[src/hdl/prince_pkg.sv]
package prince_pkg;

    // ------------------------------
    // Widths and types
    // ------------------------------
    // One 16-bit lane of state or key
    typedef logic [15:0] lane_t;
    // Full 64-bit key word
    typedef logic [63:0] key_t;
    // Lane index, lane n covers bits 16n..16n+15
    typedef logic [1:0]  lane_sel_t;
    // Round-constant index, 0 to 11
    typedef logic [3:0]  rc_idx_t;

    // Lane run sequencer states
    typedef enum logic [3:0] {
        IDLE,
        INPUT,
        FWD,
        MID,
        BWD,
        DONE
    } round_state_e;

    // ------------------------------
    // Constants
    // ------------------------------
    // Round constants, RC 0 is zero and RC 11 equals alpha
    localparam key_t RC_TABLE [12] = '{
        64'h0000000000000000, 64'h13198a2e03707344, 64'ha4093822299f31d0,
        64'h082efa98ec4e6c89, 64'h452821e638d01377, 64'hbe5466cf34e90c6c,
        64'h7ef84f78fd955cb1, 64'h85840851f1ac43aa, 64'hc882d32f25323c54,
        64'h64a51195e0e3610d, 64'hd3b5a399ca0c2399, 64'hc0ac29b7c97c50dd
    };

    // XORed into k1 for decryption
    localparam key_t ALPHA = 64'hc0ac29b7c97c50dd;

    // 4-bit S-box and its inverse
    localparam logic [3:0] SBOX [16] = '{
        4'hb, 4'hf, 4'h3, 4'h2, 4'ha, 4'hc, 4'h9, 4'h1,
        4'h6, 4'h7, 4'h8, 4'h0, 4'he, 4'h5, 4'hd, 4'h4
    };
    localparam logic [3:0] SBOX_INV [16] = '{
        4'hb, 4'h7, 4'h3, 4'h2, 4'hf, 4'hd, 4'h8, 4'h9,
        4'ha, 4'h6, 4'h4, 4'h0, 4'h5, 4'he, 4'hc, 4'h1
    };

    // Shift rows, output bit i takes input bit SR_MAP[i]
    localparam logic [3:0] SR_MAP [16] = '{
        4'd0, 4'd5, 4'd10, 4'd15, 4'd4, 4'd9, 4'd14, 4'd3,
        4'd8, 4'd13, 4'd2, 4'd7, 4'd12, 4'd1, 4'd6, 4'd11
    };

    // Mixing layers, each output bit is the parity of the masked input
    localparam lane_t M0_MASK [16] = '{
        16'h0111, 16'h2220, 16'h4404, 16'h8088, 16'h1011, 16'h0222, 16'h4440, 16'h8808,
        16'h1101, 16'h2022, 16'h0444, 16'h8880, 16'h1110, 16'h2202, 16'h4044, 16'h0888
    };
    localparam lane_t M1_MASK [16] = '{
        16'h1110, 16'h2202, 16'h4044, 16'h0888, 16'h0111, 16'h2220, 16'h4404, 16'h8088,
        16'h1011, 16'h0222, 16'h4440, 16'h8808, 16'h1101, 16'h2022, 16'h0444, 16'h8880
    };

    // ------------------------------
    // Lane functions
    // ------------------------------
    function automatic logic [3:0] sbox_4(input logic [3:0] x);
        return SBOX[x];
    endfunction

    function automatic logic [3:0] sbox_inv_4(input logic [3:0] x);
        return SBOX_INV[x];
    endfunction

    // S-layer over the four nibbles of a lane
    function automatic lane_t sub_lane(input lane_t x);
        lane_t y;
        for (int i = 0; i < 4; i++) begin
            y[4*i +: 4] = sbox_4(x[4*i +: 4]);
        end
        return y;
    endfunction

    function automatic lane_t sub_lane_inv(input lane_t x);
        lane_t y;
        for (int i = 0; i < 4; i++) begin
            y[4*i +: 4] = sbox_inv_4(x[4*i +: 4]);
        end
        return y;
    endfunction

    function automatic lane_t shift_rows(input lane_t x);
        lane_t y;
        for (int i = 0; i < 16; i++) begin
            y[i] = x[SR_MAP[i]];
        end
        return y;
    endfunction

    // Scatter back through the same map
    function automatic lane_t shift_rows_inv(input lane_t x);
        lane_t y;
        for (int i = 0; i < 16; i++) begin
            y[SR_MAP[i]] = x[i];
        end
        return y;
    endfunction

    // m0 used by lanes 0 and 3
    function automatic lane_t mix_m0(input lane_t x);
        lane_t y;
        for (int i = 0; i < 16; i++) begin
            y[i] = ^(x & M0_MASK[i]);
        end
        return y;
    endfunction

    // m1 used by lanes 1 and 2
    function automatic lane_t mix_m1(input lane_t x);
        lane_t y;
        for (int i = 0; i < 16; i++) begin
            y[i] = ^(x & M1_MASK[i]);
        end
        return y;
    endfunction

endpackage
[src/hdl/prince_core.sv]
`timescale 1ns/10ps

module prince_core (
    input  logic                clk,
    input  logic                rst_n,

    // Control
    input  logic                encrypt,
    input  logic                block_start,
    output logic                block_done,

    // Data
    input  prince_pkg::lane_sel_t outer_idx,
    input  prince_pkg::key_t    k0,
    input  prince_pkg::key_t    k1,
    input  prince_pkg::lane_t   plain_text,
    output prince_pkg::lane_t   cipher_text
);
    import prince_pkg::*;

    // Sequencer outputs
    round_state_e state;
    rc_idx_t      rc_idx;

    // Lane keys for whitening and rounds
    lane_t        pre_key;
    lane_t        post_key;
    lane_t        round_key;

    // ------------------------------
    // Run sequencer
    // ------------------------------
    prince_round_ctrl u_ctrl (
        .clk         (clk),
        .rst_n       (rst_n),
        .block_start (block_start),
        .state       (state),
        .rc_idx      (rc_idx),
        .block_done  (block_done)
    );

    // ------------------------------
    // Key derivation, combinational
    // ------------------------------
    prince_key_sched u_key (
        .encrypt   (encrypt),
        .outer_idx (outer_idx),
        .k0        (k0),
        .k1        (k1),
        .rc_idx    (rc_idx),
        .pre_key   (pre_key),
        .post_key  (post_key),
        .round_key (round_key)
    );

    // Lane state and round logic
    prince_lane_datapath u_data (
        .clk         (clk),
        .state       (state),
        .outer_idx   (outer_idx),
        .plain_text  (plain_text),
        .pre_key     (pre_key),
        .post_key    (post_key),
        .round_key   (round_key),
        .cipher_text (cipher_text)
    );

endmodule

[src/hdl/prince_lane_datapath.sv]
`timescale 1ns/10ps

module prince_lane_datapath (
    input  logic                     clk,
    input  prince_pkg::round_state_e state,
    input  prince_pkg::lane_sel_t    outer_idx,
    input  prince_pkg::lane_t        plain_text,
    input  prince_pkg::lane_t        pre_key,
    input  prince_pkg::lane_t        post_key,
    input  prince_pkg::lane_t        round_key,
    output prince_pkg::lane_t        cipher_text
);
    import prince_pkg::*;

    // Plain text captured while idle
    lane_t plain_q;
    // Lane state, also the visible result
    lane_t lane_q;
    lane_t round_out;

    // Shared by all eleven rounds
    prince_round_unit u_round (
        .state     (state),
        .outer_idx (outer_idx),
        .lane_in   (lane_q),
        .round_key (round_key),
        .lane_out  (round_out)
    );

    // ------------------------------
    // One update per state
    // ------------------------------
    always_ff @(posedge clk) begin
        case (state)
            IDLE:  plain_q <= plain_text;
            // Input whitening
            INPUT: lane_q  <= plain_q ^ pre_key;
            FWD, MID, BWD: begin
                lane_q <= round_out;
            end
            // Output whitening
            DONE:  lane_q  <= lane_q ^ post_key;
            default: begin
                lane_q <= lane_q;
            end
        endcase
    end

    // Held through IDLE until next INPUT
    assign cipher_text = lane_q;

endmodule

[src/hdl/prince_round_unit.sv]
`timescale 1ns/10ps

module prince_round_unit (
    input  prince_pkg::round_state_e state,
    input  prince_pkg::lane_sel_t    outer_idx,
    input  prince_pkg::lane_t        lane_in,
    input  prince_pkg::lane_t        round_key,
    output prince_pkg::lane_t        lane_out
);
    import prince_pkg::*;

    // Stage outputs through the round
    lane_t keyed;
    lane_t first_layer;
    lane_t mixed;
    lane_t last_layer;

    // Reconfiguration controls
    logic  is_fwd;
    logic  is_bwd;
    logic  use_m0;

    assign is_fwd = (state == FWD);
    assign is_bwd = (state == BWD);

    // Outer lanes take m0, inner lanes m1
    assign use_m0 = (outer_idx == 2'd0) || (outer_idx == 2'd3);

    // ------------------------------
    // Round datapath
    // ------------------------------
    // FWD   S, mix, shift rows, key
    // MID   S, mix, S inverse
    // BWD   key, shift rows inverse, mix, S inverse
    always_comb begin
        // Key enters first only on the backward side
        keyed       = is_bwd ? (lane_in ^ round_key) : lane_in;

        first_layer = is_bwd ? shift_rows_inv(keyed) : sub_lane(keyed);

        // Single mixing layer for every round kind
        mixed       = use_m0 ? mix_m0(first_layer) : mix_m1(first_layer);

        last_layer  = is_fwd ? shift_rows(mixed) : sub_lane_inv(mixed);

        // Key closes the forward round
        lane_out    = is_fwd ? (last_layer ^ round_key) : last_layer;
    end

endmodule

[src/hdl/prince_key_sched.sv]
`timescale 1ns/10ps

module prince_key_sched (
    input  logic                  encrypt,
    input  prince_pkg::lane_sel_t outer_idx,
    input  prince_pkg::key_t      k0,
    input  prince_pkg::key_t      k1,
    input  prince_pkg::rc_idx_t   rc_idx,
    output prince_pkg::lane_t     pre_key,
    output prince_pkg::lane_t     post_key,
    output prince_pkg::lane_t     round_key
);
    import prince_pkg::*;

    // Full-width derived keys
    key_t       k1_eff;
    key_t       k0_prime;
    key_t       k0_in;
    key_t       k0_out;
    key_t       rc_word;

    // Bit offset of the selected lane
    logic [5:0] lane_base;
    lane_t      k1_lane;

    // ------------------------------
    // Key derivation
    // ------------------------------
    // Decryption folds alpha into k1
    assign k1_eff   = encrypt ? k1 : (k1 ^ ALPHA);

    // k0 prime, rotate right by one and fold old bit 63 into bit 0
    assign k0_prime = {k0[0], k0[63:1]} ^ {63'd0, k0[63]};

    // Whitening roles of k0 swap when decrypting
    assign k0_in    = encrypt ? k0 : k0_prime;
    assign k0_out   = encrypt ? k0_prime : k0;

    assign rc_word  = RC_TABLE[rc_idx];

    // ------------------------------
    // Lane selection
    // ------------------------------
    assign lane_base = {outer_idx, 4'b0000};
    assign k1_lane   = k1_eff[lane_base +: 16];

    // Input whitening, k0 role plus k1 plus RC 0
    assign pre_key   = k0_in[lane_base +: 16] ^ k1_lane ^ RC_TABLE[0][lane_base +: 16];

    // Output whitening, RC 11
    assign post_key  = k0_out[lane_base +: 16] ^ k1_lane ^ RC_TABLE[11][lane_base +: 16];

    // Per-round key
    assign round_key = k1_lane ^ rc_word[lane_base +: 16];

endmodule

[src/hdl/prince_round_ctrl.sv]
`timescale 1ns/10ps

module prince_round_ctrl (
    input  logic                     clk,
    input  logic                     rst_n,
    input  logic                     block_start,
    output prince_pkg::round_state_e state,
    output prince_pkg::rc_idx_t      rc_idx,
    output logic                     block_done
);
    import prince_pkg::*;

    // Five rounds in each of FWD and BWD
    localparam logic [2:0] LAST_ROUND = 3'd4;

    // Round position inside FWD or BWD
    logic [2:0] round_cnt;

    // ------------------------------
    // State walk
    // ------------------------------
    always_ff @(posedge clk) begin
        if (!rst_n) begin
            state      <= IDLE;
            round_cnt  <= '0;
            block_done <= 1'b0;
        end else begin
            // Pulse in the cycle after DONE
            block_done <= (state == DONE);
            case (state)
                // Start only honoured here
                IDLE: begin
                    if (block_start) begin
                        state <= INPUT;
                    end
                end
                INPUT: begin
                    state     <= FWD;
                    round_cnt <= '0;
                end
                FWD: begin
                    if (round_cnt == LAST_ROUND) begin
                        state     <= MID;
                        round_cnt <= '0;
                    end else begin
                        round_cnt <= round_cnt + 3'd1;
                    end
                end
                // Counter already cleared on FWD exit
                MID: state <= BWD;
                BWD: begin
                    if (round_cnt == LAST_ROUND) begin
                        state     <= DONE;
                        round_cnt <= '0;
                    end else begin
                        round_cnt <= round_cnt + 3'd1;
                    end
                end
                DONE:    state <= IDLE;
                default: state <= IDLE;
            endcase
        end
    end

    // ------------------------------
    // Round-constant index
    // ------------------------------
    // FWD uses RC 1..5, MID RC 11, BWD RC 6..10
    always_comb begin
        case (state)
            FWD:     rc_idx = {1'b0, round_cnt} + 4'd1;
            MID:     rc_idx = 4'd11;
            BWD:     rc_idx = {1'b0, round_cnt} + 4'd6;
            default: rc_idx = '0;
        endcase
    end

endmodule

[config.mk]
export PLATFORM = sky130hd
export DESIGN_NAME = prince_core
export DESIGN_NICKNAME = d
export VERILOG_FILES = /design/src/hdl/prince_pkg.sv /design/src/hdl/prince_core.sv /design/src/hdl/prince_lane_datapath.sv /design/src/hdl/prince_round_unit.sv /design/src/hdl/prince_key_sched.sv /design/src/hdl/prince_round_ctrl.sv
export SDC_FILE = /design/constraint.sdc
export NUM_CORES = 1
export LEC_CHECK = 0
export CAP_MARGIN = 15
export CORE_ASPECT_RATIO = 1.1
export CORE_MARGIN = 2
export CORE_UTILIZATION = 30
export DETAILED_ROUTE_END_ITERATION = 12
export DONT_BUFFER_PORTS = 1
export GPL_TIMING_DRIVEN = 0
export PLACE_DENSITY = 0.52
export RECOVER_POWER = 50
export SYNTH_ARGS = -nofsm -noshare
export SYNTH_HDL_FRONTEND = slang
export SYNTH_HIERARCHICAL = 1
export SYNTH_SLANG_ARGS = --single-unit
[constraint.sdc]
create_clock -name clk -period 9.68 [get_ports clk]
set_input_delay 0.484 -clock clk [delete_from_list [all_inputs] [get_ports clk]]
set_output_delay 0.484 -clock clk [all_outputs]
set_load 0.01 [all_outputs]
==> results.json <==
{
  "run_status": "complete, no violations",
  "core_um2": 27870,
  "crit_path_end_kind": "flop",
  "ctsResizeCount": 0,
  "criticalPathCategory": "flop to flop",
  "worst-slew-pin-transition_ns": 1.029,
  "max_frequency_ghz": 0.1236,
  "cts_tree": "yes",
  "initial_utilization": 0.3059,
  "io-pin-count": 167,
  "seq_area_um2": 1101,
  "place_congestion": 0.9399,
  "cts.hold.buffers_added": 0,
  "wire_length_of_the_first_global_routing_pass_um": 46520,
  "slowest_stage": "sky130_fd_sc_hd__dfxtp_1",
  "number_of_antenna_violations_at_the_first_check_in_global_routing": 0,
  "timing.final.crit_period_ns": 8.094,
  "ir_worst_vdd_mv": 0.08806,
  "fp.dieArea_um2": 29780,
  "count_of_synthesis_stage_warnings_from_yosys": 6,
  "drt_iter0_drc": 500,
  "worst-path-max-fanout": 11,
  "synth.lib_cells_used.distinct": 92,
  "holdPathStages": 0,
  "cts-root-to-sink-buffers": 2,
  "final.fill_count": 2986,
  "routedWlPerCell_um": 23.27,
  "ant_nets": 0,
  "synth_area_um2": 8523,
  "slew_viol_final": 0,
  "die_h_um": 180.8,
  "cp-start-kind": "flop",
  "period_share": 0.8361,
  "detailedRoute.firstPassIterationCount": 7,
  "leakage_power_total_uw": 0.003504,
  "hold_viol_final": 0,
  "post-route-drc-count": 0,
  "io_buf_count": 0,
  "synth.avg_cell_area_um2": 8.688,
  "detail_route.wirelength_um": 31560,
  "setup_tns_ns": 0,
  "avgViaCountPerCell": 5.741,
  "synth.area.top_cells": "sky130_fd_sc_hd__xnor2_1 (12%), sky130_fd_sc_hd__edfxtp_1 (11%), sky130_fd_sc_hd__mux2i_1 (7.8%), sky130_fd_sc_hd__ha_1 (7.6%), sky130_fd_sc_hd__mux4_2 (7.4%)",
  "synth_seq_cells": 39,
  "total_vias_in_the_final_route": 7785,
  "slowest_delay_ns": 0.57,
  "maximum_number_of_pins_on_one_net_before_global_route_repair": 20,
  "edff_count_synth": 32,
  "worstPathRequired_ns": 9.73,
  "timing.final.setup_violations": 0,
  "seq_area_frac_synth": 0.1292,
  "cts_sinks": 39,
  "r2r_cells": 27,
  "gate_count_post_synth": 981,
  "syn2layout_area_growth_pct": 7.927,
  "clk_transition_reported_paths_ns": 0.07,
  "worstPathArrival_ns": 8.14,
  "synth_largest_area_cell": "sky130_fd_sc_hd__xnor2_1",
  "synthesis.nets": 1183,
  "place.detailed.hpwl_um": 26160,
  "synth_async_sr_flop_share": 0,
  "number_of_buffers_added_by_the_clock_tree_synthesis_step": 5,
  "setup_ws_ns": 1.586,
  "ys.flop_type": "sky130_fd_sc_hd__edfxtp_1",
  "floorplan.rows": 64,
  "clkLatencyLatePin_ns": 0.29,
  "max_capacitance_violation_count": 0,
  "cts_root_buf": "sky130_fd_sc_hd__clkbuf_16",
  "slew_headroom": 0.3092,
  "power_density_nw_per_um2": 160.9,
  "cts_setup_buffers": 0,
  "cts-htree-levels": 2,
  "total_area_of_multi_input_combinational_cells_um2": 6805,
  "globalRoute.totalOverflow": 0,
  "finClkSkew_ns": 0.008253,
  "layout-drive-gt1-share": 0.1360,
  "setup.reg_to_reg.worst_slack_ns": 1.59,
  "antenna_cells": 0,
  "setup_repair_after_global_routing_missed_its_margin": "no",
  "post-synth-top-area-fraction": 0.1151,
  "fp.dieW_um": 164.7,
  "grt_pass1_vias": 7574,
  "detailedPlace.worstSlack_ns": 1.272,
  "track_usage": 0.2072,
  "nets": 1194,
  "min_path_type": "input port to flop"
}
-- report_power, final --
part	switching (uW)	internal [uW]	total (uW)
sequential	27.2	207	234
combinational	583	442	1020
clock	73.8	148	222
-- stage by stage --
step	power [uW]	cells	instance area [um^2]	utilization	hold slack [ns]
after detailed placement	1246	1347	9017	0.3236	0.5616
after floorplan	1016	981	8523	-	0.5289
after CTS	1476	1355	9210	0.3305	0.2733
final	1480	1356	9199	0.3301	0.2801
after global placement	1240	1344	8977	0.3222	0.5826
after global routing	1582	1356	9199	0.3301	0.2718
-- state kept, by name, summed over array words and instances (netlist names) --
signal,flops
u_ctrl/round_cnt,3
u_ctrl/block_done,1
u_ctrl/state,3
u_data/cipher_text,16
u_data/plain_q,16
-- cells in the mapped netlist (5+ instances only) --
| library cell | n |
|---|---|
| sky130_fd_sc_hd__xnor2_1 | 112 |
| sky130_fd_sc_hd__nor2_1 | 76 |
| sky130_fd_sc_hd__xor2_1 | 71 |
| sky130_fd_sc_hd__mux2i_1 | 66 |
| sky130_fd_sc_hd__nand2_1 | 54 |
| sky130_fd_sc_hd__ha_1 | 52 |
| sky130_fd_sc_hd__inv_1 | 46 |
| sky130_fd_sc_hd__a21oi_1 | 38 |
| sky130_fd_sc_hd__edfxtp_1 | 32 |
| sky130_fd_sc_hd__mux4_2 | 28 |
| sky130_fd_sc_hd__o21ai_0 | 27 |
| sky130_fd_sc_hd__o22ai_1 | 24 |
| sky130_fd_sc_hd__buf_2 | 23 |
| sky130_fd_sc_hd__clkbuf_1 | 21 |
| sky130_fd_sc_hd__a221o_1 | 20 |
| sky130_fd_sc_hd__nand2b_1 | 19 |
| sky130_fd_sc_hd__nor3_1 | 17 |
| sky130_fd_sc_hd__buf_4 | 15 |
| sky130_fd_sc_hd__a31oi_1 | 13 |
| sky130_fd_sc_hd__mux2_2 | 13 |
| sky130_fd_sc_hd__o31ai_1 | 13 |
| sky130_fd_sc_hd__a211oi_1 | 9 |
| sky130_fd_sc_hd__o21ai_1 | 9 |
| sky130_fd_sc_hd__and2_1 | 8 |
| sky130_fd_sc_hd__buf_6 | 8 |
| sky130_fd_sc_hd__nor2b_1 | 8 |
| sky130_fd_sc_hd__or3_1 | 8 |
| sky130_fd_sc_hd__dfxtp_1 | 7 |
| sky130_fd_sc_hd__o21a_1 | 7 |
| sky130_fd_sc_hd__a21o_1 | 6 |
| sky130_fd_sc_hd__nand3_1 | 6 |
| sky130_fd_sc_hd__o211ai_1 | 6 |
| sky130_fd_sc_hd__or2_2 | 6 |
| sky130_fd_sc_hd__a221oi_1 | 5 |
| sky130_fd_sc_hd__a22oi_1 | 5 |
| sky130_fd_sc_hd__nor4_1 | 5 |
| sky130_fd_sc_hd__o221ai_1 | 5 |
-- critical path: cells and delay by family (launching register included) --
kind	cells	cell delay (ns)
compound gates	8	2.31
xor+xnor	3	1.29
fa+ha+maj	3	0.98
buf+inv	5	1.08
flops	1	0.57
mux	3	0.70
simple gates	5	0.91
-- cells in the final DEF, fill, tap and decap left out, types with 22 or more instances in the layout --
cell type	netlist	final
sky130_fd_sc_hd__inv_1	46	46
sky130_fd_sc_hd__o21ai_0	27	27
sky130_fd_sc_hd__buf_2	23	22
sky130_fd_sc_hd__xnor2_1	112	112
sky130_fd_sc_hd__nand2_1	54	54
sky130_fd_sc_hd__mux2i_1	66	66
sky130_fd_sc_hd__ha_1	52	52
sky130_fd_sc_hd__clkbuf_1	21	23
sky130_fd_sc_hd__nor2_1	76	76
sky130_fd_sc_hd__xor2_1	71	71
sky130_fd_sc_hd__edfxtp_1	32	32
sky130_fd_sc_hd__a21oi_1	38	38
sky130_fd_sc_hd__mux4_2	28	28
sky130_fd_sc_hd__o22ai_1	24	24
-- per-layer routing --
metal | share of wire | global-route usage | vias up
met5 | 0 | 0 | -
met4 | 0.043 | 0.09148 | 0
met3 | 0.058 | 0.02273 | 63
met2 | 0.50 | 0.3635 | 361
met1 | 0.40 | 0.2531 | 3763
li1 | - | - | 3598
-- final timing paths --
check                                        start                          endpoint
hold / removal                       plain_text[2]       u_data/plain_q[2]$_DFFE_PN_
setup reg to reg      u_ctrl/state[1]$_SDFFE_PN0P_   u_data/cipher_text[2]$_DFFE_PP_
setup / recovery      u_ctrl/state[1]$_SDFFE_PN0P_   u_data/cipher_text[2]$_DFFE_PP_
hold reg to reg   u_ctrl/round_cnt[1]$_SDFFE_PN0P_  u_ctrl/round_cnt[1]$_SDFFE_PN0P_
-- area by class of cell --
class | instances | share of cell area
clock buffers | 5 | 0.01360
plain buffers | 70 | 0.04774
clock inverters | 3 | 0.007345
multi-input cells | 824 | 0.7398
repair buffers | 4 | 0.002856
well taps | 363 | 0.04937
inverters | 48 | 0.01959
flip-flops and latches | 39 | 0.1197
-- cells by family after synthesis --
family | Yosys count | synth area share
AOI/OAI and AO/OA | 238 | 0.2079
and+or+nand+nor | 237 | 0.1425
xor gates and xnor gates | 187 | 0.1964
buffers and inverters | 118 | 0.07281
muxes | 109 | 0.1744
adders and majority gates | 52 | 0.07634
DFF | 39 | 0.1292
other | 1 | 0.0004400
(Power assumes the default switching activity.)
